### src/logic/leaf_in_pkg.sv
`default_nettype none

package leaf_in_pkg;

    ////////////////////////////////
    // field widths
    ////////////////////////////////
    localparam int PACKET_BITS  = 97;   // one network word
    localparam int LEAF_BITS    = 6;
    localparam int PORT_BITS    = 4;
    localparam int ADDR_BITS    = 7;    // sequence address, wraps at 128
    localparam int PAYLOAD_BITS = 64;
    localparam int USER_BITS    = 32;   // half a payload

    ////////////////////////////////
    // packet layout, msb down
    ////////////////////////////////
    localparam int VLD_POS = PACKET_BITS - 1;           // valid bit on top
    localparam int LEAF_HI = VLD_POS - 1;
    localparam int LEAF_LO = LEAF_HI - LEAF_BITS + 1;
    localparam int PORT_HI = LEAF_LO - 1;
    localparam int PORT_LO = PORT_HI - PORT_BITS + 1;
    // address sits right on top of the payload
    localparam int ADDR_LO = PAYLOAD_BITS;
    localparam int ADDR_HI = ADDR_LO + ADDR_BITS - 1;
    // bits from PORT_LO-1 down to ADDR_HI+1 carry nothing

    // which half of the head payload the converter shows
    typedef enum logic {
        HALF_LOW  = 1'b0,   // bits 31:0, always first
        HALF_HIGH = 1'b1    // bits 63:32
    } half_sel_e;

endpackage

`default_nettype wire
### src/logic/packet_decode.sv
`timescale 1ns/100ps
`default_nettype none

module packet_decode #(
    parameter int PORT_NO = 2
) (
    input  wire                                  clk_user,
    input  wire                                  reset_user,
    input  wire  [leaf_in_pkg::PACKET_BITS-1:0]  packet_in,
    output logic                                 wr_en,
    output logic [leaf_in_pkg::ADDR_BITS-1:0]    wr_addr,
    output logic [leaf_in_pkg::PAYLOAD_BITS-1:0] wr_payload
);
    import leaf_in_pkg::*;

    logic                 vld_bit;
    logic [PORT_BITS-1:0] port_field;
    logic                 accept;

    // field split
    assign vld_bit    = packet_in[VLD_POS];
    assign port_field = packet_in[PORT_HI:PORT_LO];

    // only valid packets aimed at this port, leaf is already routed
    assign accept = vld_bit && (port_field == PORT_BITS'(PORT_NO));

    // write strobe, one cycle behind the network word
    always_ff @(posedge clk_user) begin
        if (reset_user) begin
            wr_en <= 1'b0;
        end else begin
            wr_en <= accept;
        end
    end

    // write fields, only loaded on a hit
    always_ff @(posedge clk_user) begin
        if (accept) begin
            wr_addr    <= packet_in[ADDR_HI:ADDR_LO];
            wr_payload <= packet_in[PAYLOAD_BITS-1:0];
        end
    end

endmodule

`default_nettype wire

### config.mk
export PLATFORM = sky130hd
export DESIGN_NAME = packet_decode
export DESIGN_NICKNAME = d
export VERILOG_FILES = /design/src/logic/leaf_in_pkg.sv /design/src/logic/packet_decode.sv
export SDC_FILE = /design/constraint.sdc
export NUM_CORES = 1
export LEC_CHECK = 0
export BUFFER_PORTS_ARGS = -buffer_cell sky130_fd_sc_hd__buf_4
export CORE_UTILIZATION = 42
export CTS_BUF_LIST = sky130_fd_sc_hd__clkbuf_8 sky130_fd_sc_hd__clkbuf_16
export DETAILED_ROUTE_END_ITERATION = 8
export MAX_ROUTING_LAYER = met4
export PLACE_DENSITY = 0.85
export SYNTH_ARGS = -nofsm -noshare
export SYNTH_HDL_FRONTEND = slang
export SYNTH_SLANG_ARGS = --single-unit
### constraint.sdc
create_clock -name clk_user -period 6.34 [get_ports clk_user]
set_input_delay 1.585 -clock clk_user [delete_from_list [all_inputs] [get_ports clk_user]]
set_output_delay 1.585 -clock clk_user [all_outputs]
set_load 0.005 [all_outputs]
---- Word-level counts from Yosys, hierarchy flattened ----
Cells that the tools add are included.
storage, ports and cells
  output and inout port bits .............. 72
  word-level logic and storage cells ...... 5
  register bits ........................... 72
operators by class
  reduce and logical (&&, ||, !) cells .... 1
  equality and inequality tests ........... 1
operators by type and width
  cell                                                                   count
  4-bit by 2-bit equality test with 1-bit output, second input constant  1
  1-bit logical AND                                                      1

---- Depth between registers and ports, before layout ----
  depth in word-level cells ............... 2
  depth in mapped cells ................... 2
  depth with buffers taken out ............ 2

---- Least setup slack after synthesis ----
Ideal clock, no wire load.
  path type ............................... input -> register
  start point ............................. input packet_in[86] (netlist bit)
  end point ............................... register wr_addr[0] (netlist bit) (enable)
  path slack .............................. 1869 ps
  required time ........................... 5878 ps
  data arrival time ....................... 4010 ps
  stages .................................. 2
  library setup time ...................... 462 ps
  path buffers ............................ 0
  cell sequence ........................... nand2b_4 -> nor4b_4
between the ends
  word-level cells in the longest chain between the ends .. 2
ends and longest elaborated chain
  what                                            RTL line             source
  start, declared                                 packet_decode.sv:9   input wire [leaf_in_pkg::PACKET_BITS-1:0] packet_in,
  4-bit by 2-bit equality test with 1-bit output  packet_decode.sv:25  assign accept = vld_bit && (port_field == PORT_BITS'(PORT_NO));
  1-bit logical AND                               packet_decode.sv:25
  via accept                                      packet_decode.sv:18  logic accept;
  end signal, assigned                            packet_decode.sv:39  wr_addr <= packet_in[ADDR_HI:ADDR_LO];
  end, declared                                   packet_decode.sv:11  output logic [leaf_in_pkg::ADDR_BITS-1:0] wr_addr,
The timed path passes the listed nets, and every way through them passes these cells.
A chain may end at the register's enable or synchronous reset.

---- Worst setup path after layout ----
  start point ............................. input packet_in[86] (netlist bit)
  end point ............................... register wr_payload[36] (netlist bit) (enable)
between the ends
  word-level cells in the longest chain between the ends .. 2
ends and longest elaborated chain
  what                                            RTL line             source
  4-bit by 2-bit equality test with 1-bit output  packet_decode.sv:25
  1-bit logical AND                               packet_decode.sv:25
  via accept                                      packet_decode.sv:18
  end signal, assigned                            packet_decode.sv:40  wr_payload <= packet_in[PAYLOAD_BITS-1:0];
  end, declared                                   packet_decode.sv:12  output logic [leaf_in_pkg::PAYLOAD_BITS-1:0] wr_payload
The timed path passes the listed nets, and every way through them passes these cells.

==> impl.org <==
** Setup path
- STA classifies the critical path endpoint as a flop.
- Critical path required time :: 6.32 ns
- Data on the critical path arrives at its endpoint at 2.53 ns.
- Critical path class :: in2reg
- Kind of start point of the critical path :: input port
- In this run the worst path has a maximum fanout of 37.

** Timing
- The hold violation count in the final report is 0.
- Final worst setup slack :: 3.79 ns
- The worst pin sits at a relative slew slack of 70.4%.
- Setup repair after global routing missed its margin :: no
- Final total negative setup slack :: 0 ns
- Maximum clock frequency :: 0.393 GHz
- Time the final worst path needs with I/O delays and setup :: 2.55 ns
- Number of max-slew violations in the final report :: 0
- At the pin with the least slew margin, the transition time is 0.444 ns.
- Setup Viol. Count Final :: 0
- Period utilisation layout :: 40.2%

** Global routing
- Global-route total usage across every layer :: 16.8%
- Entering global routing, the biggest net connects 38 pins.
- Number of global-route vias before repair :: 1,353
- Residual overflow from global routing :: 0
- The first global-routing pass estimated 6.04 mm of wire.
- The initial antenna violation count was 0.

** Floorplanning
- Die outline height :: 74.5 um
- Starting Density :: 43.5%
- Number of rows created at floorplan :: 26
- # IOs :: 171
- Die Footprint :: 5550 um^2
- Core area :: 5070 um^2
- The floorplan step set the die width to 74.5 um.

** Clock tree
- No sink is reached through more buffers than the 2 on the longest clock path.
- The clock tree synthesis step divided the H-tree into 3 levels.
- Quantity of hold-fixing buffers added after cts :: 0
- Quantity of gates resized following cts :: 0
- Clock-pin slew was measured on the worst setup and hold paths at 0.07 ns.
- Clock tree synthesis selected as its root buffer the cell clkbuf_8.
- Clock tree synthesis found a total of 72 sinks.
- After clock tree synthesis, the setup repair step added 0 buffers.
- TritonCTS built the clock tree.
- The number of clock buffers added by TritonCTS is 9.

** Job
- Max-cap violation count :: 0

** Power and ir drop
- Power comes to 0.00100 W.
- Pleak :: 1.51 nW
- For this design the ratio of total power to cell area is 274 nW/um^2.
- Max rail drop VDD :: 0.000241 V

** Route
- After detailed routing, the number of vias per cell comes to 4.33.
- The count of nets left with antenna violations once routing finished came out at 0.
- Starting DRC count in detailed routing :: 44
- Number of design rule violations left after detail routing :: 0
- In the final routed layout, each cell accounts on average for 14.5 um.
- Total number of vias :: 1,354
- Wires add up to 4.54 mm.
- The first TritonRoute pass finished after 5 iterations.

** Placement
- The congestion estimate from routability-driven global placement came to 0.658.
- Before CTS, the worst setup slack after placement is 3.46 ns.
- Buffers placed on the I/O ports in this run total 149.

** Synth
- After synthesis, flip-flops and latches occupy 97.5% of the total area.
- The cell area that synthesis handed to floorplanning was 2210 um^2.
- Averaged over all synthesized cells, the footprint is 29.1 um^2.
- Synthesis handed over a netlist of 76 instances.
- Syn_nets :: 175
- The Yosys step of the flow raised 0 warnings.
- After synthesis the netlist holds a flip-flop and latch count of 72.
- Library cells used by synthesis :: 6

** Finish
- Summing all multi-input logic gate instances after layout gives 56.3 um^2.
- # diodes :: 0
- Across the whole layout, storage elements account for 2150 um^2.
- Counting the fill cells in the layout gives 312.
- At the end of the flow, the number of nets in the layout was 337.
- Leaving out fill and tap cells, the most frequent cell in the layout is buf_4.
- Area added between synthesis and finish :: 65.9%
- In the layout the commonest cells are buf_4, edfxtp_1, clkbuf_8.
- Share of layout cells above drive strength 1 :: 69.1%

** Hold path
- Type of the tightest min-delay check :: in2reg

** Status
- Status :: finished, final reports clean
==> through the flow <==
| stage | hold slack, ns | utilization, % | instances | cell area [um^2] |
|---|---|---|---|---|
| floorplan | 1.66 | - | 76 | 2210 |
| global placement | 1.76 | 67.6 | 297 | 3430 |
| detailed placement | 1.76 | 67.6 | 297 | 3430 |
| CTS | 1.40 | 72.2 | 313 | 3660 |
| global route | 1.40 | 72.2 | 313 | 3660 |
| finish | 1.42 | 72.2 | 313 | 3660 |
==> path summary, 6_finish.rpt <==
check / from / to / cells past startpoint
min: packet_in[11] / wr_payload[11] / 1
max: packet_in[86] / wr_payload[36] / 4
==> per-layer routing <==
| metal | track usage, % | share of wire, % |
|---|---|---|
| met1 | 16.7 | 33 |
| met2 | 27.9 | 56 |
| met3 | 5.01 | 8.0 |
| met4 | 11.9 | 2.6 |
| met5 | - | 0 |
==> worst max-delay path, cell delays in order <==
cell      delay [ns]
buf_4           0.10
nand2b_4        0.14
nor4b_4         0.24
buf_4           0.45
==> cell usage after synthesis <==
library cell | count | share of area (%)
dfxtp_1 | 1 | 0.91
edfxtp_1 | 71 | 97
nand2b_1 | 1 | 0.28
nand2b_4 | 1 | 0.62
nor4_2 | 1 | 0.57
nor4b_4 | 1 | 1.1
==> area by class of cell <==
type                       count  share of cell area (%)
sequential                    72                    58.7
timing repair buffer         151                    30.9
clock buffer                   9                    3.38
clock inverter                 7                    3.01
tap                           70                    2.39
multi-input combinational      4                    1.54
==> power breakdown <==
part | leakage (nW) | internal [W] | switching (W)
clock network | 0.114 | 0.000258 | 0.000156
registers | 0.649 | 0.000532 | 0.00000233
logic | 0.746 | 0.0000401 | 0.0000150
total | 1.51 | 0.000830 | 0.000174
==> state kept, by name, indices dropped and copies added (netlist names) <==
signal and flops:
wr_addr 7, wr_en 1, wr_payload 64
==> cell families (layout without fill, tap and decap cells) <==
| logic type | Yosys count | in the layout | synth area share [%] |
|---|---|---|---|
| buffers and inverters | 0 | 167 | 0 |
| DFF | 72 | 72 | 97.5 |
| and+or+nand+nor | 4 | 4 | 2.55 |
Note: power is estimated with default switching activity, not from simulation.
