$ cat src/logic/leaf_in_pkg.sv
`default_nettype none

package leaf_in_pkg;

    ////////////////////////////////
    // field widths
    ////////////////////////////////
    localparam int PACKET_BITS  = 97;   // one network word
    localparam int LEAF_BITS    = 6;
    localparam int PORT_BITS    = 4;
    localparam int ADDR_BITS    = 7;    // sequence address, wraps at 128
    localparam int PAYLOAD_BITS = 64;
    localparam int USER_BITS    = 32;   // half a payload

    ////////////////////////////////
    // packet layout, msb down
    ////////////////////////////////
    localparam int VLD_POS = PACKET_BITS - 1;           // valid bit on top
    localparam int LEAF_HI = VLD_POS - 1;
    localparam int LEAF_LO = LEAF_HI - LEAF_BITS + 1;
    localparam int PORT_HI = LEAF_LO - 1;
    localparam int PORT_LO = PORT_HI - PORT_BITS + 1;
    // address sits right on top of the payload
    localparam int ADDR_LO = PAYLOAD_BITS;
    localparam int ADDR_HI = ADDR_LO + ADDR_BITS - 1;
    // bits from PORT_LO-1 down to ADDR_HI+1 carry nothing

    // which half of the head payload the converter shows
    typedef enum logic {
        HALF_LOW  = 1'b0,   // bits 31:0, always first
        HALF_HIGH = 1'b1    // bits 63:32
    } half_sel_e;

endpackage

`default_nettype wire
$ cat src/logic/port_counters.sv
`timescale 1ns/100ps
`default_nettype none

module port_counters (
    input  wire                                  clk_user,
    input  wire                                  reset_user,
    input  wire                                  done_mode,
    input  wire                                  full,
    input  wire                                  empty,
    input  wire                                  vld2user,
    input  wire                                  ack_user,
    output logic [leaf_in_pkg::PAYLOAD_BITS-1:0] full_cnt,
    output logic [leaf_in_pkg::PAYLOAD_BITS-1:0] empty_cnt,
    output logic [leaf_in_pkg::PAYLOAD_BITS-1:0] read_cnt,
    output logic                                 stall
);

    // user is ready but there is nothing queued
    assign stall = !done_mode && ack_user && empty;

    // all three freeze once done mode is on
    always_ff @(posedge clk_user) begin
        if (reset_user) begin
            full_cnt  <= '0;
            empty_cnt <= '0;
            read_cnt  <= '0;
        end else if (!done_mode) begin
            if (full)              full_cnt  <= full_cnt + 1'b1;   // fifo backed up
            if (empty)             empty_cnt <= empty_cnt + 1'b1;  // fifo starved
            if (vld2user && ack_user) begin
                read_cnt <= read_cnt + 1'b1;  // one user word
            end
        end
    end

endmodule

`default_nettype wire

$ cat config.mk
export PLATFORM = sky130hd
export DESIGN_NAME = port_counters
export DESIGN_NICKNAME = d
export VERILOG_FILES = /design/src/logic/leaf_in_pkg.sv /design/src/logic/port_counters.sv
export SDC_FILE = /design/constraint.sdc
export NUM_CORES = 1
export LEC_CHECK = 0
export BUFFER_PORTS_ARGS = -buffer_cell sky130_fd_sc_hd__buf_2
export CAP_MARGIN = 25
export CORE_UTILIZATION = 50
export CTS_BUF_LIST = sky130_fd_sc_hd__clkbuf_8
export CTS_CLUSTER_DIAMETER = 50
export DETAILED_ROUTE_END_ITERATION = 8
export GPL_TIMING_DRIVEN = 0
export HOLD_SLACK_MARGIN = 0.12
export PLACE_DENSITY = 0.81
export SETUP_SLACK_MARGIN = 0.02
export SLEW_MARGIN = 20
export SYNTH_ARGS = -nofsm -noshare
export SYNTH_HDL_FRONTEND = slang
export SYNTH_SLANG_ARGS = --single-unit
$ cat constraint.sdc
create_clock -name clk_user -period 2.8 [get_ports clk_user]
set_clock_uncertainty 0.15 [all_clocks]
set_input_delay 0.28 -clock clk_user [delete_from_list [all_inputs] [get_ports clk_user]]
set_output_delay 0.28 -clock clk_user [all_outputs]
set_load 0.05 [all_outputs]
# == After elaboration in Yosys (flattened, before gate mapping) ==
# Index checks and enable logic that the tools add are counted.
# totals
ff_bits,192
inputBits,7
out_inout_bits,193
word_cells,14
# op_classes
add_sub_neg,3
bitwise_logic,1
reduce_logical,7
# op_table
operator,count
$add A64 B1 Y64 const B,3
$reduce_and A2 Y1,3
$logic_and A1 B1 Y1,3
$logic_not A1 Y1,1
$not A1 Y1,1

# == Logic depth before layout (Yosys ltp) ==
# logic_depth
depth_word,3
depth_mapped,9
mapped_depth_nobuf,6

# == Worst setup path before layout ==
# Ideal clock, no wire load.
# synth_timing
kind,reg-to-reg
startpoint,register read_cnt[0] (netlist name)
endpoint,register read_cnt[58] (netlist name)
setup_ps,132
arrival_ps,2352
t_required_ps,2518
path_slack_ps,166
stages_incl_launch_ff,9
path_buffers,2
period_less_slack_ps,2634
cell_sequence,dfxtp_1 ha_1 nand4b_1 nor4_4 nand4_2 clkbuf_1 buf_2 o31ai_1 a21oi_1
# synth_between
elab_chain_cells,1
# synth_rtl
item,line_no,source
start: declaration,port_counters.sv:14,"output logic [leaf_in_pkg::PAYLOAD_BITS-1:0] read_cnt,"
start signal: assignment,port_counters.sv:31,read_cnt <= read_cnt + 1'b1;
$add A64 B1 Y64,port_counters.sv:31,
# No other way between the ends.
# A chain may end at the register's enable or synchronous reset.

# == Final worst setup path ==
# layout_timing
startpoint,register read_cnt[0] (netlist name)
endpoint,register read_cnt[62] (netlist name)
# The elaborated chain is that of the path after synthesis.

==> metrics.md <==
| Metric | Value |
|---|---|
| Status | `finished clean` |
| H-tree depth | `4` |
| Pwr Density | `448 nW/µm²` |
| P&R area growth vs syn | `19.8%` |
| Via count | `8989` |
| Syn_nets | `1082` |
| Num CTS Buffers | `17` |
| Detailed Route Iter0 Violations | `537` |
| Worst setup margin | `169 ps` |
| Post-synth cell types | `43` |
| Hold path depth | `4` |
| Routed Antenna Nets | `0` |
| Nets | `1306` |
| Clock latency on the worst-skew pair | `470 ps` |
| Drt total wl | `24.1 mm` |
| Worst R2R End | `read_cnt[62]` |
| Clk slew on worst S/H paths | `100 ps` |
| Worst r2r src | `read_cnt[0]` |
| Mapped Area | `8990 µm²` |
| I/O Buffers | `199` |
| Yosys warnings | `0` |
| Boundary Pins | `200` |
| Seq/Total Area, Yosys | `42.8%` |
| Static Leak | `4.11 nW` |
| Worst setup endpoint | `read_cnt[62]` |
| TritonRoute pass-1 iters | `5` |
| Initial antenna violation count | `1` |
| Hold crit path type | `in2reg` |
| GRT Residual Overflow | `0` |
| Setup slack, reg-to-reg | `170 ps` |
| Root Buffer | `clkbuf_8` |
| Critical Path Source Type | `register` |
| Vias in the first global route | `7747` |
| Wire per inst | `15.7 µm` |
| Final hold vios | `0` |
| Avg Cell Area, Syn | `8.38 µm²` |
| Die width | `136 µm` |
| Worst vdd ir | `0.000313 V` |
| Clock Path Buffers | `2` |
| Final slew viol count | `0` |
| Initial core utilization | `51.6%` |
| DRC Markers | `0` |
| Slew margin rel. | `46.3%` |
| Vias per cell | `5.86` |
| Die area | `18500 µm²` |
| CTS tree | `built` |
| CP required | `2990 ps` |
| Post-synth EDFFs | `0` |
| CP Launch Point | `read_cnt[0]` |
| Die height | `136 µm` |
| Endpoint class of the critical path | `register` |
| Worst r2r path cells | `8` |
| Core Footprint | `17400 µm²` |
| Largest net degree at the start of global routing | `18` |
| Min Tclk post-route | `2630 ps` |
| Share of async-settable or async-resettable flops after synthesis | `0%` |
| FP Rows | `48` |
| Pre-CTS setup slack | `-70.5 ps` |
| Setup TNS | `0 ps` |
| GR Util All Layers | `25.5%` |
| Final worst path period share | `94.0%` |
| Cells after Synth | `1072` |
| Final setup violating endpoints | `0` |
| Max Clock Freq | `0.380 GHz` |
| Worst Path Arrival | `2820 ps` |
| Worst Path Max Fanout | `10` |
| Fillers | `1546` |
| Worst-Margin Slew | `799 ps` |
| Worst Path Class, Setup | `reg2reg` |
| HPWL Detailed | `17.4 mm` |
| #FFs+latches synth | `192` |
| First-pass GRT wire length | `38.1 mm` |
| Max_cap viols | `0` |
| Primary FF master, synth | `dfxtp_1` |
| Placer Congestion | `0.901` |
| # clock sinks | `192` |
| Share of layout cells above drive strength 1 | `19.9%` |
what timing repair did:
| item | CTS | global route |
|---|---|---|
| buffers inserted | 0 | 3 |
| hold buffers | 3 | 0 |
| setup endpoints to repair | 9 | 25 |
| hold endpoints to repair | 3 | 0 |
| pin swaps | 1 | 3 |
| cloned | 0 | 0 |
| resized for setup | 0 | 5 |
where the power goes:
part | internal (mW) | switching [mW] | leakage (nW)
clock network | 0.926 | 1.04 | 0.210
registers | 2.73 | 0.00773 | 1.55
logic | 0.0258 | 0.0891 | 2.35
total | 3.68 | 1.14 | 4.11
per-layer routing:
| layer | track usage [%] | routed length, µm |
|---|---|---|
| met2 | 39.7 | 11100 |
| met1 | 34.9 | 11000 |
| met3 | 4.40 | 1530 |
| met4 | 10.4 | 469 |
| met5 | 0 | 0 |
worst max-delay path, stage by stage (launching register included):
cell	delay (ps)
dfxtp_1	390
ha_1	170
nand4b_1	250
nor4_4	400
nand4_2	260
clkbuf_2	280
buf_2	250
o31ai_1	250
a21oi_1	90
layout make-up:
class / count / area (µm²) / area share (%)
sequential: 192 / 3840 / 35.7
clock buffer: 18 / 248 / 2.30
multi-input combinational: 823 / 4940 / 45.9
tap: 225 / 282 / 2.62
antenna: 1 / 2.50 / 0.0232
clock inverter: 14 / 180 / 1.67
timing repair buffer: 205 / 1050 / 9.74
buffer: 42 / 168 / 1.56
inverter: 15 / 56.3 / 0.523
stage by stage:
step	cells	util (%)	area, µm²	hold slack [ps]	power (mW)
after floorplan	1072	-	8990	301	2.87
after global placement	1496	58.9	10300	317	2.92
after detailed placement	1496	58.9	10300	332	2.92
after CTS	1531	61.6	10700	150	4.85
after global routing	1534	61.8	10800	218	4.96
final	1535	61.8	10800	204	4.82
cell families after synthesis:
logic type	share of synthesized area [%]
AOI/OAI and AO/OA	10.7
xor gates and xnor gates	9.65
adders and majority gates	0.418
buffers and inverters	2.48
DFF	42.8
muxes	0.348
and+or+nand+nor	33.7
cell usage after synthesis (2+ instances only):
cell type,instances,area (µm²)
nand3b_1,3,22.5
nand4b_1,5,43.8
nor2_1,127,477
and2_1,6,37.5
and4_1,11,96.3
inv_1,15,56.3
nand2b_1,2,12.5
or4b_1,3,30.0
nor4_1,12,75.1
and3_1,30,188
nor4_2,3,37.5
nor3_1,17,85.1
nor2b_1,5,31.3
nor4_4,5,106
nand3_2,3,30.0
xor2_1,64,561
or3_1,64,400
clkbuf_1,37,139
ha_1,3,37.5
o21ai_0,63,315
nor4b_1,3,26.3
or2_2,2,12.5
a21oi_1,89,445
or4_1,24,180
mux2i_1,2,20.0
xnor2_1,35,307
nand4_1,72,450
buf_2,3,15.0
o31ai_1,23,173
dfxtp_1,192,3840
o41ai_1,3,26.3
nand2_1,74,278
nand3_1,62,310
how the worst min path moves through the flow:
stage / startpoint / endpoint
CTS: done_mode / full_cnt[0]
global route: vld2user / read_cnt[2]
global placement: empty_cnt[63] / empty_cnt[63]
floorplan: reset_user / full_cnt[49]
finish: done_mode / empty_cnt[0]
detailed placement: empty_cnt[63] / empty_cnt[63]
flip-flops by register name, indices dropped and copies added, names as in the netlist:
name / flops
empty_cnt: 64
full_cnt: 64
read_cnt: 64
cell usage in the layout (no fill, tap or decap), types with 15 or more instances in the layout:
cell and instances:
nor2_1 127, nand4_1 72, o21ai_0 63, o31ai_1 23, clkbuf_8 18, and3_1 30, nor3_1 16, dfxtp_1 192
xnor2_1 35, or4_1 24, clkbuf_1 36, xor2_1 64, a21oi_1 89, nand2_1 74, nand3_1 61, or3_1 64
buf_2 202, inv_1 15
Power figures use the tool's default switching activity.
