$ cat src/logic/leaf_in_pkg.sv
`default_nettype none

package leaf_in_pkg;

    ////////////////////////////////
    // field widths
    ////////////////////////////////
    localparam int PACKET_BITS  = 97;   // one network word
    localparam int LEAF_BITS    = 6;
    localparam int PORT_BITS    = 4;
    localparam int ADDR_BITS    = 7;    // sequence address, wraps at 128
    localparam int PAYLOAD_BITS = 64;
    localparam int USER_BITS    = 32;   // half a payload

    ////////////////////////////////
    // packet layout, msb down
    ////////////////////////////////
    localparam int VLD_POS = PACKET_BITS - 1;           // valid bit on top
    localparam int LEAF_HI = VLD_POS - 1;
    localparam int LEAF_LO = LEAF_HI - LEAF_BITS + 1;
    localparam int PORT_HI = LEAF_LO - 1;
    localparam int PORT_LO = PORT_HI - PORT_BITS + 1;
    // address sits right on top of the payload
    localparam int ADDR_LO = PAYLOAD_BITS;
    localparam int ADDR_HI = ADDR_LO + ADDR_BITS - 1;
    // bits from PORT_LO-1 down to ADDR_HI+1 carry nothing

    // which half of the head payload the converter shows
    typedef enum logic {
        HALF_LOW  = 1'b0,   // bits 31:0, always first
        HALF_HIGH = 1'b1    // bits 63:32
    } half_sel_e;

endpackage

`default_nettype wire
$ cat src/logic/width_converter.sv
`timescale 1ns/100ps
`default_nettype none

module width_converter (
    input  wire                                  clk_user,
    input  wire                                  reset_user,
    input  wire  [leaf_in_pkg::PAYLOAD_BITS-1:0] pop_data,
    input  wire                                  empty,
    input  wire                                  ack_user,
    output logic                                 pop,
    output logic [leaf_in_pkg::USER_BITS-1:0]    dout2user,
    output logic                                 vld2user
);
    import leaf_in_pkg::*;

    half_sel_e state;
    logic      xfer;   // word taken by the user this cycle

    // fifo head is the word source, nothing moves until a transfer
    assign vld2user = !empty;
    assign xfer     = vld2user && ack_user;

    ////////////////////////////////
    // half select
    ////////////////////////////////
    always_comb begin
        case (state)
            HALF_HIGH: dout2user = pop_data[PAYLOAD_BITS-1:USER_BITS];
            default:   dout2user = pop_data[USER_BITS-1:0];   // low half first
        endcase
    end

    // head leaves the fifo only once its high half is taken
    assign pop = xfer && (state == HALF_HIGH);

    always_ff @(posedge clk_user) begin
        if (reset_user) begin
            state <= HALF_LOW;
        end else if (xfer) begin
            case (state)
                HALF_LOW:  state <= HALF_HIGH;
                HALF_HIGH: state <= HALF_LOW;   // next payload starts low
                default:   state <= HALF_LOW;
            endcase
        end
    end

    // ack low just holds everything in place

endmodule

`default_nettype wire

$ cat config.mk
export PLATFORM = sky130hd
export DESIGN_NAME = width_converter
export DESIGN_NICKNAME = d
export VERILOG_FILES = /design/src/logic/leaf_in_pkg.sv /design/src/logic/width_converter.sv
export SDC_FILE = /design/constraint.sdc
export NUM_CORES = 1
export LEC_CHECK = 0
export BUFFER_PORTS_ARGS = -buffer_cell sky130_fd_sc_hd__buf_4
export CORE_MARGIN = 10
export CORE_UTILIZATION = 29
export DETAILED_ROUTE_END_ITERATION = 10
export PLACE_DENSITY = 0.93
export SLEW_MARGIN = 10
export SYNTH_ARGS = -nofsm -noshare
export SYNTH_HDL_FRONTEND = slang
export SYNTH_SLANG_ARGS = --single-unit
$ cat constraint.sdc
create_clock -name clk_user -period 1.85 [get_ports clk_user]
set_input_delay 0.555 -clock clk_user [delete_from_list [all_inputs] [get_ports clk_user]]
set_output_delay 0.555 -clock clk_user [all_outputs]
set_load 0.005 [all_outputs]
After elaboration in Yosys (flattened, before gate mapping)
Index checks and enable logic that the tools add are counted.
{"block": "word_totals", "reg_bits": 1, "output_inout_bits": 34, "in_bits": 68, "elab_cells": 7}
{"block": "op_classes", "bitwise": 1, "muxes": 2, "n_reduce_logical": 3}
{"operator": "32-bit two-way mux", "n": 1}
{"operator": "1-bit logical AND", "n": 2}
{"operator": "1-bit one-hot mux with 2 select lines", "n": 1}
{"operator": "1-bit logical NOT", "n": 1}
{"operator": "1-bit inverter", "n": 1}

Depth between registers and ports, before layout
Gate-level depths: netlist of run 1.
{"block": "logic_depth", "ltp_word": 3, "mapped_depth": 4, "depth_no_buf": 2}

Worst setup path before layout of run 1
OpenSTA, ideal clock, no wires.
{"block": "synth_timing", "kind": "register to output", "from": "reg state", "to": "out dout2user[10] in the netlist's numbering", "path_stages_with_launch": 4, "required_ps": 1295, "arrival_time_ps": 904, "path_slack_ps": 391, "n_path_buf": 2, "path_cell_list": "dfxtp_1 -> buf_6 -> buf_6 -> mux2_4"}
{"block": "synth_via", "elab_chain_cells": 1}
{"item": "from (decl)", "line": "width_converter.sv:16", "text": "half_sel_e state;"}
{"item": "from (signal assigned)", "line": "width_converter.sv:38", "text": "state <= HALF_LOW;"}
{"item": "from (signal assigned)", "line": "width_converter.sv:41", "text": "HALF_LOW: state <= HALF_HIGH;"}
{"item": "from (signal assigned)", "line": "width_converter.sv:42", "text": "HALF_HIGH: state <= HALF_LOW;"}
{"item": "32-bit two-way mux", "line": "width_converter.sv:27", "text": "case (state)"}
{"item": "to (decl)", "line": "width_converter.sv:11", "text": "output logic [leaf_in_pkg::USER_BITS-1:0] dout2user,"}
Every way passes these cells.

Worst setup path in the final report of run 1
{"block": "layout_timing", "from": "in empty", "to": "out pop"}
{"block": "layout_via", "elab_chain_cells": 3}
{"item": "from (decl)", "line": "width_converter.sv:8", "text": "input wire empty,"}
{"item": "1-bit logical NOT", "line": "width_converter.sv:20", "text": "assign vld2user = !empty;"}
{"item": "1-bit logical AND", "line": "width_converter.sv:21", "text": "assign xfer = vld2user && ack_user;"}
{"item": "1-bit logical AND", "line": "width_converter.sv:34", "text": "assign pop = xfer && (state == HALF_HIGH);"}
{"item": "to (decl)", "line": "width_converter.sv:10", "text": "output logic pop,"}
Every way passes these cells.

==> results of run 1 <==
[kinds of logic after synthesis]
group	share of synthesized area
and+or+nand+nor	0.0388
buffers and inverters	0.0991
muxes	0.828
DFF	0.0345
[per-stage QoR]
| stage | power [µW] | setup WS [ns] | std cells |
|---|---|---|---|
| floorplan | 191 | 0.391 | 43 |
| global placement | 395 | 0.221 | 168 |
| detailed placement | 404 | 0.209 | 168 |
| CTS | 404 | 0.205 | 168 |
| global route | 421 | 0.135 | 168 |
| finish | 397 | 0.208 | 168 |
[cells in the final DEF, fill, tap and decap left out, drive strengths merged]
cell type	count
buf	102
mux2	33
nor2b	2
inv	1
and2	1
nor2	1
dfxtp	1
[power breakdown]
| part | leakage, µW | switching [µW] | internal [µW] |
|---|---|---|---|
| combinational | 0.000734 | 104 | 268 |
| sequential | 0.00000861 | 1.36 | 24.2 |
| clock | 0 | 0 | 0 |
[worst reg2reg max path, stage by stage, from the launching register on]
cell,delay (ns)
dfxtp_2,0.30
buf_12,0.18
nor2b_1,0.17
mux2_4,0.26
[layout make-up]
type / count / area (µm²) / share of cell area
Inverter: 1 / 3.75 / 0.00280
Multi-Input combinational cell: 37 / 503 / 0.375
Sequential cell: 1 / 21.3 / 0.0159
Tap cell: 27 / 33.8 / 0.0252
Timing Repair Buffer: 102 / 778 / 0.581
[final timing paths]
check                           start     to  slack, ns  depth (start not counted)
worst max-delay path            empty    pop       0.21                          4
worst min-delay path            state  state       0.81                          3
worst max register to register  state  state       0.82                          3
worst min register to register  state  state       0.81                          3
[per-layer routing]
layer | up-vias | part of all wire | GRT usage
met5 | - | 0 | 0
met4 | 0 | 0 | 0
met3 | 0 | 0.061 | 0.0275
met2 | 44 | 0.61 | 0.276
met1 | 310 | 0.33 | 0.107
li1 | 353 | - | -
==> flow_metrics.env, run 1 <==
export IMPL_synth_seq_area_share=0.0345
export IMPL_outcome="finished, final reports clean"
export IMPL_layout_area_overhead_vs_synth_pct=131
export IMPL_post_cts_buffers=0
export IMPL_port_buffers=101
export IMPL_critPathRequiredTime_ns=1.29
export IMPL_final_area_um2=1340
export IMPL_postSynth_topFlopCell="dfxtp_1"
export IMPL_cpPeakStageDelay_ns=0.16
export IMPL_ant_nets=0
export IMPL_critPathSlowestCell="nor2b_1"
export IMPL_synthArstFlopShare=0
export IMPL_place_area_um2=1340
export IMPL_yosys_warnings=0
export IMPL_regMostFlops="state"
export IMPL_drive_gt1_frac=0.965
export IMPL_die_area_um2=4190
export IMPL_dieWidth_um=64.7
export IMPL_first_pass_iters=2
export IMPL_fill_cells=144
export IMPL_fin_nets=211
export IMPL_holdWs_ns=0.810
export IMPL_yosys_top_cells_count="mux2_4, mux2_2, buf_6"
export IMPL_syn_area_um2=581
export IMPL_setup_tns_ns=0
export IMPL_fin_crit_ns=1.64
export IMPL_end_kind="output port"
export IMPL_syn_area_per_cell_um2=13.5
export IMPL_clock_latency_ns=0
export IMPL_die_y_um=64.7
export IMPL_track_usage=0.122
export IMPL_yosysTopAreaCell="mux2_4"
export IMPL_setup_viol=0
export IMPL_cp_cell_sequence="buf_4 > nor2b_1 > and2_1 > buf_4"
export IMPL_path_delay_family="simple AND/OR/NAND/NOR gates"
export IMPL_worst_pin_slew_ns=0.233
export IMPL_via_per_inst=4.21
export IMPL_clock_fmax_ghz=0.609
export IMPL_synth_area_leaders="mux2_4, mux2_2, buf_6, buf_12, dfxtp_1"
export IMPL_synthesis_nets=111
export IMPL_ctsResizeCount=0
export IMPL_clk_pin_slew_worst_paths_ns=0
export IMPL_grt_pass1_vias=804
export IMPL_cp_max_fo=2
export IMPL_place_congestion=0.779
export IMPL_power_leakage_uw=0.000743
export IMPL_vias=707
export IMPL_drv_cap=0
export IMPL_synth_top_area_share=0.750
export IMPL_rows=16
export IMPL_grt_max_degree=36
export IMPL_ios=102
export IMPL_worstHoldPathType="flop to flop"
export IMPL_antenna_cells=0
export IMPL_rsz0062_at_grt="no"
export IMPL_cp_start_kind="input pin"
export IMPL_slew_headroom=0.845
export IMPL_holdBufCountCts=0
export IMPL_netlist_instances=43
export IMPL_routed_wl_mm=2.91
export IMPL_path_common_cell="buf_4"
export IMPL_grt_pass1_wl_mm=4.21
export IMPL_drt_initial_drc_count=14
export IMPL_synth_distinct_cells=9
export IMPL_largest_register_ffs=1
export IMPL_ir_drop_mv=0.176
export IMPL_crit_arrival_ns=1.09
export IMPL_start_util=0.299
export IMPL_synth_edf_count=0
export IMPL_fin_crit_sh=0.888
export IMPL_worst_path_buf_inv=2
export IMPL_synth_most_common_cell="mux2_4"
export IMPL_dp_hpwl_mm=2.73
export IMPL_slew_violations=0
export IMPL_hold_violations=0
export IMPL_grt_ovfl_total=0
export IMPL_fin_util=0.690
export IMPL_reg_top3="state: 1 flops"
export IMPL_ys_ff_latch=1
export IMPL_wl_per_cell_um=17.3
export IMPL_core_area_um2=1940
export IMPL_antenna_found_initial=0
export IMPL_drc_errors=0
export IMPL_power_density_nw_per_um2=296
export IMPL_clock_skew_ns=0
export IMPL_path_class="input pin to output port"
Note: power is estimated with default switching activity, not from simulation.
==> run 2, diff against run 1 <==
Settings changed: GPL_TIMING_DRIVEN from default to 0, RECOVER_POWER from default to 100.
==> run 2 against run 1 <==
First-iteration DRC count increased by 29%. Wire length fell by 0.24%. Via count is 3.4% higher. Fmax shrank 4.1%. Die area stayed put. Sequential share of layout area is 0.11 points lower. Combinational power barely moved. Register-to-register slack better by 0.04 ns. Core utilization grew 0.71 points. Critical path depth stayed put. Setup slack got worse by 0.071 ns. Critical path type is now flop to output port. Highest routed layer unchanged.
==> flow_metrics.env, run 2 (synthesized netlist as in run 1, its figures left out) <==
export IMPL_worst_pin_slew_ns=0.196
export IMPL_place_congestion=0.771
export IMPL_p_int_uw=292
export IMPL_holdBufCountCts=0
export IMPL_die_area_um2=4190
export IMPL_path_delay_family="buffers and inverters"
export IMPL_drt_initial_drc_count=18
export IMPL_p_switching_uw=105
export IMPL_power_leakage_uw=0.000745
export IMPL_crit_arrival_ns=1.16
export IMPL_first_pass_iters=2
export IMPL_reg2reg_from="state"
export IMPL_clock_fmax_ghz=0.584
export IMPL_core_area_um2=1940
export IMPL_reg_top3="state: 1 flops"
export IMPL_vias=731
export IMPL_final_common_cell="buf_4"
export IMPL_setup_slack_ns=0.137
export IMPL_cp_cell_sequence="buf_6 > clkbuf_4 > mux2_4 > buf_4"
export IMPL_power_frac_comb=0.938
export IMPL_instances_no_fill=171
export IMPL_rsz0062_at_grt="no"
export IMPL_worst_path_stages=4
export IMPL_port_buffers=101
export IMPL_die_y_um=64.7
export IMPL_worst_path_buf_inv=3
export IMPL_dieWidth_um=64.7
export IMPL_ir_drop_mv=0.236
export IMPL_layout_area_overhead_vs_synth_pct=133
export IMPL_pre_cts_ws_ns=0.205
export IMPL_cpPeakStageDelay_ns=0.33
export IMPL_seq_power_share=0.062
export IMPL_grt_ovfl_total=0
export IMPL_antenna_cells=0
export IMPL_cp_max_fo=10
export IMPL_track_usage=0.121
export IMPL_fill_cells=148
export IMPL_grt_pass1_wl_mm=4.22
export IMPL_path_class="flop to output port"
export IMPL_power_density_nw_per_um2=293
export IMPL_critPathRequiredTime_ns=1.29
export IMPL_grt_max_degree=11
export IMPL_start_util=0.299
export IMPL_rr_worst_depth=4
export IMPL_largest_register_ffs=1
export IMPL_slew_headroom=0.869
export IMPL_clock_skew_ns=0
export IMPL_via_per_inst=4.27
export IMPL_setup_viol=0
export IMPL_critPathSlowestCell="mux2_4"
export IMPL_layout_common_cells="buf_4, mux2_4, clkbuf_4, mux2_2"
export IMPL_final_area_um2=1350
export IMPL_setup_tns_ns=0
export IMPL_ant_nets=0
export IMPL_ios=102
export IMPL_wl_per_cell_um=16.9
export IMPL_drv_cap=0
export IMPL_drive_gt1_frac=0.944
export IMPL_outcome="finished, final reports clean"
export IMPL_critPathCapture="dout2user[12]"
export IMPL_clk_pin_slew_worst_paths_ns=0
export IMPL_drc_errors=0
export IMPL_timing_rr_end="state"
export IMPL_fin_crit_ns=1.71
export IMPL_fin_nets=214
export IMPL_hold_violations=0
export IMPL_cp_startpoint="state"
export IMPL_cp_start_kind="flop"
export IMPL_routed_wl_mm=2.90
export IMPL_fin_crit_sh=0.926
export IMPL_rows=16
export IMPL_place_area_um2=1370
export IMPL_regMostFlops="state"
export IMPL_clock_latency_ns=0
export IMPL_holdWs_ns=0.746
export IMPL_antenna_found_initial=0
export IMPL_power_frac_clock=0
export IMPL_post_cts_buffers=0
export IMPL_worstHoldPathType="flop to flop"
export IMPL_slew_violations=0
export IMPL_p_sw_frac=0.265
export IMPL_grt_pass1_vias=844
export IMPL_ctsResizeCount=0
export IMPL_end_kind="output port"
export IMPL_post_place_cells=171
export IMPL_r2r_slack_ns=0.86
run 2: worst min path at each step:
| stage | depth (start not counted) | from | endpoint |
|---|---|---|---|
| 5_1_grt | 3 | state | state |
| 6_report | 3 | state | state |
| 4_1_cts | 3 | state | state |
| 3_3_place_gp | 3 | state | state |
| 2_1_floorplan | 3 | state | state |
| 3_5_place_dp | 3 | state | state |
run 2: routing by layer:
layer | wire (µm) | global-route usage | share of wire | up-vias
met3 | 194 | 0.0292 | 0.067 | 0
met5 | 0 | 0 | 0 | -
met2 | 1750 | 0.272 | 0.60 | 46
met4 | 0 | 0 | 0 | 0
met1 | 955 | 0.108 | 0.33 | 325
li1 | - | - | - | 360
run 2: cell type report:
type	instances	area, µm²	area share
Buffer	4	46.3	0.0342
Inverter	1	3.75	0.00277
Multi-Input combinational cell	37	499	0.369
Sequential cell	1	20.0	0.0148
Tap cell	27	33.8	0.0250
Timing Repair Buffer	101	751	0.555
run 2: power groups by stage:
stage	combinational, µW	sequential [µW]	clock (µW)
finish	373	24.5	0
global route	399	24.6	0
CTS	391	24.5	0
detailed placement	391	24.5	0
global placement	382	24.4	0
floorplan	167	24.4	0
run 2: worst reg2reg max path: stages, from the launching register on:
cell	delay, ns
dfxtp_1	0.30
buf_6	0.13
buf_12	0.14
nor2_1	0.05
mux2_2	0.25
run 2: through the flow:
stage	util	total power [µW]
after floorplan	-	191
after global placement	0.707	406
after detailed placement	0.707	415
after CTS	0.707	416
after global routing	0.697	423
final	0.697	397
