### config.mk
export PLATFORM = sky130hd
export DESIGN_NAME = payload_fifo
export DESIGN_NICKNAME = d
export VERILOG_FILES = /design/src/logic/leaf_in_pkg.sv /design/src/logic/payload_fifo.sv
export SDC_FILE = /design/constraint.sdc
export NUM_CORES = 1
export LEC_CHECK = 0
export BUFFER_PORTS_ARGS = -buffer_cell sky130_fd_sc_hd__buf_4
export CORE_ASPECT_RATIO = 1.4
export CORE_UTILIZATION = 40
export DETAILED_ROUTE_END_ITERATION = 16
export PLACE_DENSITY = 0.58
export SETUP_SLACK_MARGIN = 0.3
export SYNTH_ARGS = -nofsm -noshare
export SYNTH_HDL_FRONTEND = slang
export SYNTH_SLANG_ARGS = --single-unit
### constraint.sdc
create_clock -name clk_user -period 9.25 [get_ports clk_user]
set_input_delay 0.925 -clock clk_user [delete_from_list [all_inputs] [get_ports clk_user]]
set_output_delay 0.925 -clock clk_user [all_outputs]
set_load 0.01 [all_outputs]
### src/logic/leaf_in_pkg.sv
`default_nettype none

package leaf_in_pkg;

    ////////////////////////////////
    // field widths
    ////////////////////////////////
    localparam int PACKET_BITS  = 97;   // one network word
    localparam int LEAF_BITS    = 6;
    localparam int PORT_BITS    = 4;
    localparam int ADDR_BITS    = 7;    // sequence address, wraps at 128
    localparam int PAYLOAD_BITS = 64;
    localparam int USER_BITS    = 32;   // half a payload

    ////////////////////////////////
    // packet layout, msb down
    ////////////////////////////////
    localparam int VLD_POS = PACKET_BITS - 1;           // valid bit on top
    localparam int LEAF_HI = VLD_POS - 1;
    localparam int LEAF_LO = LEAF_HI - LEAF_BITS + 1;
    localparam int PORT_HI = LEAF_LO - 1;
    localparam int PORT_LO = PORT_HI - PORT_BITS + 1;
    // address sits right on top of the payload
    localparam int ADDR_LO = PAYLOAD_BITS;
    localparam int ADDR_HI = ADDR_LO + ADDR_BITS - 1;
    // bits from PORT_LO-1 down to ADDR_HI+1 carry nothing

    // which half of the head payload the converter shows
    typedef enum logic {
        HALF_LOW  = 1'b0,   // bits 31:0, always first
        HALF_HIGH = 1'b1    // bits 63:32
    } half_sel_e;

endpackage

`default_nettype wire
### src/logic/payload_fifo.sv
`timescale 1ns/100ps
`default_nettype none

module payload_fifo #(
    parameter int FIFO_DEPTH = 16
) (
    input  wire                                  clk_user,
    input  wire                                  reset_user,
    input  wire                                  push,
    input  wire  [leaf_in_pkg::PAYLOAD_BITS-1:0] push_data,
    input  wire                                  pop,
    output logic [leaf_in_pkg::PAYLOAD_BITS-1:0] pop_data,
    output logic                                 full,
    output logic                                 empty
);
    import leaf_in_pkg::*;

    localparam int PTR_BITS = (FIFO_DEPTH > 1) ? $clog2(FIFO_DEPTH) : 1;
    localparam int CNT_BITS = $clog2(FIFO_DEPTH + 1);

    logic [PAYLOAD_BITS-1:0] mem [FIFO_DEPTH];
    logic [PTR_BITS-1:0]     wr_ptr;
    logic [PTR_BITS-1:0]     rd_ptr;
    logic [CNT_BITS-1:0]     count;    // occupancy
    logic                    do_push;
    logic                    do_pop;

    // wrap for any depth, not just powers of two
    function automatic logic [PTR_BITS-1:0] next_ptr(input logic [PTR_BITS-1:0] p);
        if (p == PTR_BITS'(FIFO_DEPTH - 1)) begin
            return '0;
        end
        return p + 1'b1;
    endfunction

    assign full     = (count == CNT_BITS'(FIFO_DEPTH));
    assign empty    = (count == '0);
    assign do_push  = push && !full;   // guard against overrun
    assign do_pop   = pop && !empty;
    assign pop_data = mem[rd_ptr];     // head shown without a pop, fwft

    always_ff @(posedge clk_user) begin
        if (do_push) begin
            mem[wr_ptr] <= push_data;
        end
    end

    always_ff @(posedge clk_user) begin
        if (reset_user) begin
            wr_ptr <= '0;
            rd_ptr <= '0;
            count  <= '0;
        end else begin
            if (do_push) wr_ptr <= next_ptr(wr_ptr);
            if (do_pop)  rd_ptr <= next_ptr(rd_ptr);
            case ({do_push, do_pop})
                2'b10:   count <= count + 1'b1;
                2'b01:   count <= count - 1'b1;
                default: count <= count;      // both or neither
            endcase
        end
    end

endmodule

`default_nettype wire

* Yosys cells after proc, flatten, opt, wreduce, memory -nomap -nowiden *
Memory sizes are Yosys's and may differ from the RTL's. A register that Yosys moved wholly into a read port is not among the register bits.
Index checks and enable logic that the tools add are counted.

word-level totals
  bits in registers = 13
  bits in writable memories = 1024
  word-level logic and storage cells = 34
  memories kept = 1
  output and inout bits = 66
  bits of input ports = 68

cells by class
  mux-type cells = 15
  reduce and logical (&&, ||, !) cells = 6
  equality and inequality tests = 5
  add/sub/neg operators = 4

memory list
  name  words  width  read ports  clocked after memory_dff  wr ports  line                source
  mem   16     64     1           1                         1         payload_fifo.sv:21  logic [PAYLOAD_BITS-1:0] mem [FIFO_DEPTH];

operators with widths
  kind                                                                number
  4-bit 2-to-1 mux                                                    6
  5-bit case mux with 2 select lines                                  1
  4-bit by 1-bit adder with 4-bit output, second input constant       2
  4-bit == test, second input constant                                2
  1-bit 2-to-1 mux                                                    8
  5-bit by 1-bit adder with 5-bit output, second input constant       1
  5-bit == test, second input constant                                1
  5-bit zero test                                                     1
  5-bit by 1-bit subtractor with 5-bit output, second input constant  1
  2-bit by 1-bit == test with 1-bit output, second input constant     1
  2-bit == test, second input constant                                1
  1-bit logical AND                                                   2
  1-bit zero test                                                     2
  2-bit nonzero test                                                  1

* Logic depth before layout (Yosys ltp) *
Gate-level depths: netlist of run 1.

  depth in word-level cells = 8
  gate-level depth with buffers = 13
  mapped depth without buffers = 10

* Least setup slack after synthesis of run 1 *
No wires, ideal clock.

  path type = input port to flip-flop
  start point = input push
  end point = memory mem[0][0], enable pin
  buffers on the path = 1
  setup slack = 0.836 ns
  library setup time = 0.667 ns
  data arrival time = 7.747 ns
  data required time = 8.583 ns
  stages = 3
  path through = o21ai_4 buf_6 nor4b_1

on the way
  longest elaborated chain between the ends = 3

ends and longest elaborated chain
  what                                    line                source
  start, declared                         payload_fifo.sv:9   input wire push,
  1-bit logical AND                       payload_fifo.sv:38  assign do_push = push && !full;
  1-bit 2-to-1 mux                        payload_fifo.sv:43  if (do_push) begin
  1-bit 2-to-1 mux (implied by the code)  payload_fifo.sv:44  mem[wr_ptr] <= push_data;
  end, declared                           payload_fifo.sv:21

No other way between the ends.

==> metrics.cfg, run 1 <==
[floorplan]
row_count=135
fp.dieW_um=266
io_pins=134
start_util_pct=40.4
dieArea_mm2=0.0992
core_area_mm2=0.0970
die_y_um=372

[critical_path]
crit_path_max_fanout=124
r2r_slack_ns=6.12
worst-path-buf-inv=2
slowest_stage=dfxtp_4
worstSetupPathType=flip-flop to primary output
reg2reg_to=count[4]
worstPathCellList=buf_12 > mux4_2 > a22oi_1 > nand2_1 > buf_4
critPathRequiredTime_ns=8.33
cp-end-kind=primary output
reg2reg_depth=9
crit_path_max_incr_delay_ns=1.04
cp_data_arrival_time_ns=3.88
crit_family=flip-flops
cp-start-kind=flip-flop
rr_startpoint=count[1]

[yosys]
synth_top_cell_area_share_pct=78.5
avgSynthCellArea_um2=23.3
ys_ff_latch=1041
syn-cell-area_mm2=0.0392
synth_edf_count=1024
synth_top_area_cell=edfxtp_1
yosysUniqueCellTypes=39
synth_warnings=0
synth_fp_nets=1759
syn_inst=1683
seq_area_frac_synth_pct=79.4
netlist_top_cells_area=edfxtp_1 (79%), mux4_2 (15%), a22oi_1 (2.5%)
ys.flop_type=edfxtp_1
postSynth.asyncResetShare_pct=0

[power_and_ir_drop]
peakVddDrop_mv=0.222
p_per_area_mw_per_mm2=251
p_leak_nw=13.9

[clock_network]
clk_pin_slew_ns=0.06
htreeDepth=3
cts_tree=built
cts-hold-fix-buffers=0
clockRootBuffer=clkbuf_16
cts-resized-gates=0
numCtsBuffers=94
cts_sinks=1041
clk_path_buf_depth=3
cts_setup_buffers=0
clk_latency_ns=0.67

[placed_design]
placed_area_mm2=0.0417
hpwlAfterDp_um=42300
globalplace.congestion=0.698
numPortBuffers=133
pre_cts_slack_ns=4.91

[hold_path]
hp-start=rd_ptr[3]
min_to=rd_ptr[3]
min_path_type=flip-flop to flip-flop
hold_depth=2

[global_route]
track_usage_pct=18.2
antenna_found_initial=8
grt_pass1_vias=19000
grt_overflow=0
grt_max_degree=159
grt_pass1_wl_um=128000

[drt]
vias=18000
drt_first_pass_iters=5
wirelength_um=89000
routedWlPerCell_um=27.6
avgViaCountPerCell=5.58
drt_iter0_drc=1662
drc=0
ant_nets=0

[flow_run]
cap_violations=0

[layout]
syn_to_final_growth_pct=14.3
final_cell_mix=edfxtp_1 (1024), mux4_2 (256), buf_4 (160)
fillCellCount=8038
seqCellArea_mm2=0.0311
drive_gt1_share_pct=30.2
multi_input_area_mm2=0.00773
layout_commonest_cell=edfxtp_1
fin_area_mm2=0.0448
fin_nets=1926

[outcome]
outcome=finished, final reports clean

[timing]
fmax_ghz=0.208
final.setup.tns_ns=0
post-route-period-util_pct=52.0
rsz0062_at_grt=no
finalHoldViolCount=0
period_needed_ns=4.81
slew_viol_final=0
layout_setup_ws_ns=4.44
setup_viol_count_final=0
max_slew_margin_pct=20.6
finalClockSkew_ns=0.0284
worst_pin_slew_ns=1.19

-- power breakdown --
group / leakage [nW] / total [mW] / internal (mW) / switching [mW]
sequential: 9.39 / 5.43 / 5.32 / 0.109
combinational: 3.00 / 1.95 / 1.01 / 0.947
clock: 1.49 / 3.88 / 2.22 / 1.66
-- through the flow --
step                std cells  power [mW]  hold slack [ns]  utilization (%)
finish                   3225        11.3            0.521             46.2
global route             3225        11.7            0.536             46.2
CTS                      3224        11.4            0.498             46.2
detailed placement       3055        7.55            0.510             43.0
global placement         3055        7.51            0.509             43.0
floorplan                1683        6.90            0.472                -
-- synthesized netlist by cell type (3+ instances only) --
cell	count
edfxtp_1	1024
nor3_1	3
dfxtp_1	17
mux4_2	256
nor2_1	11
nand2_1	71
and2_1	14
buf_6	3
buf_1	9
buf_2	30
ha_1	8
clkbuf_1	50
o21ai_0	4
a21oi_1	9
inv_1	6
a22oi_1	128
nor4b_1	4
mux2i_1	4
xor2_1	4
nor2b_1	5
-- worst max path at each step --
stage / from / end / slack (ns) / cells after the start
final: flip-flop / pop_data[13] / 4.44 / 5
after global routing: flip-flop / pop_data[13] / 4.03 / 5
after CTS: flip-flop / pop_data[13] / 4.19 / 5
after detailed placement: flip-flop / pop_data[13] / 4.91 / 5
after global placement: flip-flop / pop_data[13] / 4.93 / 5
after floorplan: push / mem[0][0] / 0.84 / 3
-- registers in the layout, summed over array words and instances (netlist names), named ones only --
register and flops:
rd_ptr 4, mem 1024, wr_ptr 4, count 5
-- per-layer routing --
metal  wire, um  track usage, %
met1      37600            24.7
met2      44200            29.8
met3       5370            3.71
met4       1690            4.95
met5         92               0
-- final cells by class --
type | count | share of cell area [%]
Clock inverter | 47 | 1.02
Multi-Input combinational cell | 544 | 17.3
Tap cell | 1301 | 3.64
Clock buffer | 122 | 5.77
Timing Repair Buffer | 163 | 2.82
Sequential cell | 1041 | 69.4
Inverter | 6 | 0.0503
Antenna cell | 1 | 0.00559
-- tightest hold or removal path, cell delays in order (launching register included) --
cell and delay [ns]:
dfxtp_1 0.32, o21ai_0 0.07, a21oi_1 0.07
-- cells by family after synthesis --
kind of cell             Yosys count  synth area share [%]
flip-flops                      1041                  79.4
multiplexers                     261                  14.9
AO/OA/AOI/OAI                    153                  2.92
AND/OR/NAND/NOR                  117                  1.38
buffers and inverters             98                  1.09
adder cells (fa/ha/maj)            8                 0.256
XOR/XNOR                           5                 0.112
Power figures use the tool's default switching activity.
==> inputs of run 2 (changes only) <==
- ABC_AREA: default -> 1
- PLACE_DENSITY: 0.58 -> 0.6
- clock period: 9.25 -> 4.22 ns (I/O delays scaled with it)
==> run 2 against run 1 <==
- first-iteration DRC count grew 15%
- count of clock-buffer cells in the layout shrank 7
- critical path depth grew 3
- largest cell class unchanged
- design area grew 7.2%
- critical path type unchanged
- highest routed layer unchanged
- register-to-register slack lost 4.8 ns
- combinational power grew to 3.1 times the previous value
- wire length grew 6.4%
==> metrics.cfg, run 2 <==
[outcome]
outcome=finished, final reports clean

[layout]
antenna_cells=0  ; -1
top_register=mem
stdcell_count=4898  ; +52%
final_cell_mix=edfxtp_1 (1024), inv_1 (532), nand3_1 (394)
drive_gt1_share_pct=9.60  ; -21 points
fin_nets=3539  ; +84%
reg.largest.list=mem: 1024 flops, count: 5 flops
fin_area_mm2=0.0480  ; +7.2%
fillCellCount=9331  ; +16%
layout_commonest_cell=edfxtp_1
syn_to_final_growth_pct=12.6
largest_register_ffs=1024  ; unchanged

[global_route]
track_usage_pct=17.6  ; -0.53 points
antenna_found_initial=3  ; -5
grt_overflow=0  ; unchanged
grt_pass1_wl_um=146000  ; +13%
grt_max_degree=195  ; +23%
grt_pass1_vias=24800  ; +31%

[placed_design]
numPortBuffers=133  ; unchanged
placed_area_mm2=0.0447  ; +7.2%
pre_cts_slack_ns=1.27  ; -3.65 ns
dp_cells=4698  ; +54%
hpwlAfterDp_um=50200  ; +19%
globalplace.congestion=0.748  ; +7.2%

[drt]
avgViaCountPerCell=5.12  ; -8.3%
drc=0  ; unchanged
ant_nets=0  ; unchanged
vias=25100  ; +39%
wirelength_um=94700  ; +6.4%
drt_first_pass_iters=6  ; +1
routedWlPerCell_um=19.3  ; -30%
drt_iter0_drc=1908  ; +15%

[yosys]
synthTopCellsByCount=edfxtp_1 (1024), inv_1 (533), nand3_1 (394)
synth.most_common_cell=edfxtp_1
yosysUniqueCellTypes=23  ; -41%
syn_inst=3367  ; +100%
synth_warnings=0  ; unchanged
synth_top_area_cell=edfxtp_1
synth_fp_nets=3443  ; +96%
ys.flop_type=edfxtp_1
syn-cell-area_mm2=0.0426  ; +8.8%
ys_ff_latch=1041  ; unchanged
postSynth.asyncResetShare_pct=0  ; unchanged
netlist_top_cells_area=edfxtp_1 (72%), inv_1 (4.7%), nand3_1 (4.6%)
synth_edf_count=1024  ; unchanged
synth_top_cell_area_share_pct=72.1  ; -6.4 points
avgSynthCellArea_um2=12.7  ; -46%
seq_area_frac_synth_pct=72.9  ; -6.4 points

[clock_network]
clk_path_buf_depth=3  ; unchanged
cts_sinks=1041  ; unchanged
cts-resized-gates=0  ; unchanged
numCtsBuffers=97  ; +3.2%
cts_setup_buffers=0  ; unchanged
cts_tree=built
clk_pin_slew_ns=0.06  ; about the same
clockRootBuffer=clkbuf_16
htreeDepth=3  ; unchanged
clk_latency_ns=0.69  ; +0.02 ns

[timing]
post-route-period-util_pct=78.6
layout_setup_ws_ns=0.905  ; -3.54 ns
max_slew_margin_pct=29.7  ; +9.1 points
fmax_ghz=0.302
period_needed_ns=3.31
worst_pin_slew_ns=1.05  ; -0.135 ns
finalHoldViolCount=0  ; unchanged
setup_viol_count_final=0  ; unchanged
whs_ns=0.0452  ; -0.476 ns
finalClockSkew_ns=0.0233  ; -0.00512 ns
slew_viol_final=0  ; unchanged
rsz0062_at_grt=no

[critical_path]
rr_startpoint=count[0]
cp-start-kind=flip-flop
crit_path_max_fanout=59  ; -52%
cp_data_arrival_time_ns=2.89  ; -0.99 ns
cp-end-kind=primary output
critPathRequiredTime_ns=3.80  ; -4.53 ns
worstSetupPathType=flip-flop to primary output

[hold_path]
min_path_type=primary input to flip-flop
hp-start=push_data[47]

[floorplan]
core_area_mm2=0.105  ; +8.8%
row_count=141  ; +4.4%
die_y_um=388  ; +4.3%
start_util_pct=40.4  ; about the same
io_pins=134  ; unchanged
fp.dieW_um=278  ; +4.3%
dieArea_mm2=0.108  ; +8.8%

[power_and_ir_drop]
p_leak_nw=17.0  ; +22%
p_per_area_mw_per_mm2=547  ; +120%
peakVddDrop_mv=0.363  ; +64%

[flow_run]
cap_violations=0  ; unchanged

==> run 2: layout make-up <==
cell class	count	area, um^2	area share (%)
multi-input cells	1579	8260	17.2
well taps	1358	1700	3.54
flip-flops and latches	1041	31100	64.8
clock buffers	115	2520	5.24
clock inverters	61	504	1.05
inverters	534	2010	4.19
repair buffers	210	1900	3.96
==> run 2: final timing paths <==
path                  endpoint  slack (ns)  cells past startpoint
hold / removal      mem[7][47]        0.05                      1
setup reg to reg    mem[0][52]        1.28                      7
setup / recovery  pop_data[37]        0.91                      8
hold reg to reg       count[0]        0.50                      1
==> run 2: metrics by stage <==
step | power (mW) | utilization [%] | setup TNS (ns)
6_report | 26.2 | 45.5 | 0
5_1_grt | 27.6 | 45.5 | 0
4_1_cts | 26.5 | 45.5 | 0
3_5_place_dp | 18.1 | 42.4 | 0
3_3_place_gp | 18.0 | 42.4 | 0
2_1_floorplan | 16.3 | - | -277.09
==> run 2: kinds of logic after synthesis <==
family	Yosys count	share of synthesized area, %
AO/OA/AOI/OAI	789	10.8
XOR/XNOR	4	0.0822
adder cells (fa/ha/maj)	8	0.235
buffers and inverters	747	7.95
flip-flops	1041	72.9
AND/OR/NAND/NOR	778	8.03
==> run 2: routing by layer <==
layer / vias to the layer above / global-route usage [%] / share of wire [%]
met4: 6 / 5.97 / 2.4
li1: 12200 / - / -
met2: 467 / 30.4 / 50
met1: 12300 / 22.4 / 43
met3: 136 / 2.89 / 4.7
met5: - / 0 / 0.037
==> run 2: repair_timing <==
item | 4_1_cts | 5_1_grt
setup endpoints to repair | 0 | 0
hold endpoints to repair | 291 | 0
hold buffers | 24 | 0
==> run 2: power by group <==
| part | leakage [nW] | internal [mW] | switching [mW] |
|---|---|---|---|
| clock | 1.48 | 4.68 | 3.73 |
| combinational | 6.09 | 2.11 | 3.89 |
| sequential | 9.39 | 11.7 | 0.166 |
| total | 17.0 | 18.5 | 7.78 |
==> run 2: critical path: stages, from the launching register on <==
cell,delay (ns)
dfxtp_4,0.78
buf_12,0.36
buf_4,0.32
a21oi_1,0.06
o21ai_0,0.10
nand3_1,0.14
nand3_1,0.12
nand2_1,0.10
buf_4,0.15
==> inputs of run 3 (changes only) <==
- clock period: 4.22 -> 2.75 ns (I/O delays scaled with it)
==> run 3 against run 2 <==
- design area grew 6.8%
- critical path type unchanged
- final cell count up 2.5%
- power increased by 66%
==> metrics.cfg, run 3 (synthesized netlist as in run 2, its figures left out) <==
[floorplan]
start_util_pct=40.4  ; unchanged
fp.dieW_um=278  ; unchanged
io_pins=134  ; unchanged
die_y_um=388  ; unchanged
core_area_mm2=0.105  ; unchanged
row_count=141  ; unchanged
dieArea_mm2=0.108  ; unchanged

[global_route]
grt.busiest_layer=met2
grt_overflow=0  ; unchanged
grt_pass1_wl_um=153000  ; +4.9%
use_met2_pct=32.4  ; +2.0 points
antenna_found_initial=5  ; +2
grtUsageMet1_pct=23.9  ; +1.5 points
track_usage_pct=18.6  ; +1.0 points
use_met3_pct=2.40  ; -0.49 points
grt_pass1_vias=25200  ; +1.8%
grt_max_degree=87  ; -55%

[power_and_ir_drop]
peakVddDrop_mv=0.502  ; +38%
p_per_area_mw_per_mm2=851  ; +56%
power.switching_mw=12.9  ; +66%
clockPowerShare_pct=29.7  ; -2.3 points
intPower_mw=30.8  ; +67%
p_leak_nw=18.3  ; +7.8%
pwr-share-comb_pct=28.9  ; +6.1 points
p_seq_share_pct=41.4  ; -3.7 points
finalPower_mw=43.6  ; +66%
switching_share_pct=29.5  ; -0.10 points

[flow_run]
cap_violations=0  ; unchanged

[critical_path]
crit_path_max_fanout=16  ; -73%
critPathRequiredTime_ns=2.48  ; -1.32 ns
cp-end-kind=primary output
worstPathCellList=buf_12 > buf_12 > clkbuf_16 > o211ai_1 > nand3_1 > nand3_1 > nand2_1 > buf_4
slowest_stage=dfxtp_4
cp-start-kind=flip-flop
crit_path_max_incr_delay_ns=0.38  ; -0.40 ns
cp_data_arrival_time_ns=2.28  ; -0.61 ns
worstSetupPathType=flip-flop to primary output
worst-path-buf-inv=4  ; +1
crit_family=buffers and inverters

[drt]
drt_first_pass_iters=5  ; -1
routedWlPerCell_um=21.0  ; +8.9%
vias=26400  ; +5.2%
avgViaCountPerCell=5.25  ; +2.6%
wirelength_um=106000  ; +12%
ant_nets=0  ; unchanged
drt_iter0_drc=1687  ; -12%
drc=0  ; unchanged

[clock_network]
cts_sinks=1041  ; unchanged
clk_path_buf_depth=3  ; unchanged
numCtsBuffers=93  ; -4.1%
clockRootBuffer=clkbuf_16
htreeDepth=3  ; unchanged
clk_pin_slew_ns=0.06  ; about the same
cts_tree=built
clk_latency_ns=0.69  ; about the same

[timing]
layout_setup_ws_ns=0.194  ; -0.711 ns
setup_viol_count_final=0  ; unchanged
worst_pin_slew_ns=0.673  ; -0.382 ns
slew_viol_final=0  ; unchanged
rsz0062_at_grt=yes
max_slew_margin_pct=55.0  ; +25 points
finalClockSkew_ns=0.0243  ; +0.00104 ns
period_needed_ns=2.56
post-route-period-util_pct=92.9
finalHoldViolCount=0  ; unchanged
fmax_ghz=0.391

[layout]
layout_commonest_cell=edfxtp_1
drive_gt1_share_pct=14.4  ; +4.8 points
top_register=mem
final_cell_mix=edfxtp_1 (1024), inv_1 (529), nand3_1 (369)
fin_util_pct=48.6  ; +3.1 points
fin_nets=3675  ; +3.8%
fin_area_mm2=0.0513  ; +6.8%
syn_to_final_growth_pct=20.3
reg.largest.list=mem: 1024 flops, count: 5 flops
largest_register_ffs=1024  ; unchanged

[placed_design]
hpwlAfterDp_um=50300  ; about the same
placed_area_mm2=0.0453  ; +1.3%
pre_cts_slack_ns=0.549  ; -0.718 ns
numPortBuffers=133  ; unchanged
globalplace.congestion=0.760  ; +1.5%

[outcome]
outcome=finished, final reports clean

[hold_path]
min_path_type=primary input to flip-flop

[run 3: changes by cell type in the layout (fill, tap and decap cells not counted), moves of 26 or more]
cell | previous run | this run
buf_6 | 0 | 29
dlygate4sd3_1 | 24 | 66
o21ai_1 | 67 | 95
nand2_2 | 0 | 26
a21oi_2 | 0 | 30
nand2_1 | 352 | 318
a21oi_1 | 266 | 235
buf_4 | 165 | 136
o21ai_0 | 200 | 167
clkbuf_16 | 98 | 124
buf_16 | 0 | 34
buf_12 | 21 | 51
[run 3: worst min-delay path, delay by kind of cell]
| kind | cells | cell delay, ns |
|---|---|---|
| and+or+nand+nor | 2 | 0.15 |
| AOI/OAI and AO/OA | 1 | 0.06 |
| buffers and inverters | 2 | 0.30 |
[run 3: layout make-up]
class / instances / area, um^2
sequential: 1041 / 31100
fill: 8990 / 54200
clock inverter: 39 / 543
tap: 1358 / 1700
multi-input combinational: 1579 / 8680
inverter: 534 / 2010
antenna: 2 / 5.00
clock buffer: 116 / 2410
timing repair buffer: 350 / 4800
[run 3: what timing repair did]
| action | CTS | global route |
|---|---|---|
| resized for setup | 82 | 139 |
| buffers inserted | 15 | 2 |
| endpoints found under the setup margin | 64 | 65 |
| gates cloned | 18 | 38 |
| pin swaps | 26 | 97 |
| hold buffers | 66 | 0 |
| endpoints found under the hold margin | 1034 | 0 |
[run 3: routing by layer]
layer / vias up / part of all wire (%)
li1: 12400 / -
met1: 13100 / 42
met2: 640 / 51
met3: 151 / 4.5
met4: 6 / 2.4
met5: - / 0.032
[run 3: metrics by stage]
step / setup TNS, ns / hold slack [ns] / std cells
after CTS: 0 / 0.127 / 4977
after floorplan: -148.48 / 0.344 / 3367
after detailed placement: 0 / 0.461 / 4723
after global routing: 0 / 0.211 / 5019
after global placement: 0 / 0.456 / 4723
final: 0 / 0.165 / 5019
[run 3: path summary, 6_finish.rpt]
check                                     to  cells after the start       from  slack [ns]
worst max register to register      count[4]                     16   count[1]        0.52
worst min-delay path               wr_ptr[2]                      5       push        0.16
worst min register to register      count[0]                      1   count[0]        0.47
worst max-delay path            pop_data[52]                      8  flip-flop        0.19
[run 3: power by group through the flow]
stage / Sequential [mW] / Combinational [mW] / Clock, mW
after global placement: 18.5 / 9.33 / 0
after detailed placement: 18.5 / 9.43 / 0
after floorplan: 18.4 / 6.68 / 0
after global routing: 18.1 / 13.7 / 13.7
after CTS: 18.1 / 11.1 / 13.2
final: 18.1 / 12.6 / 13.0
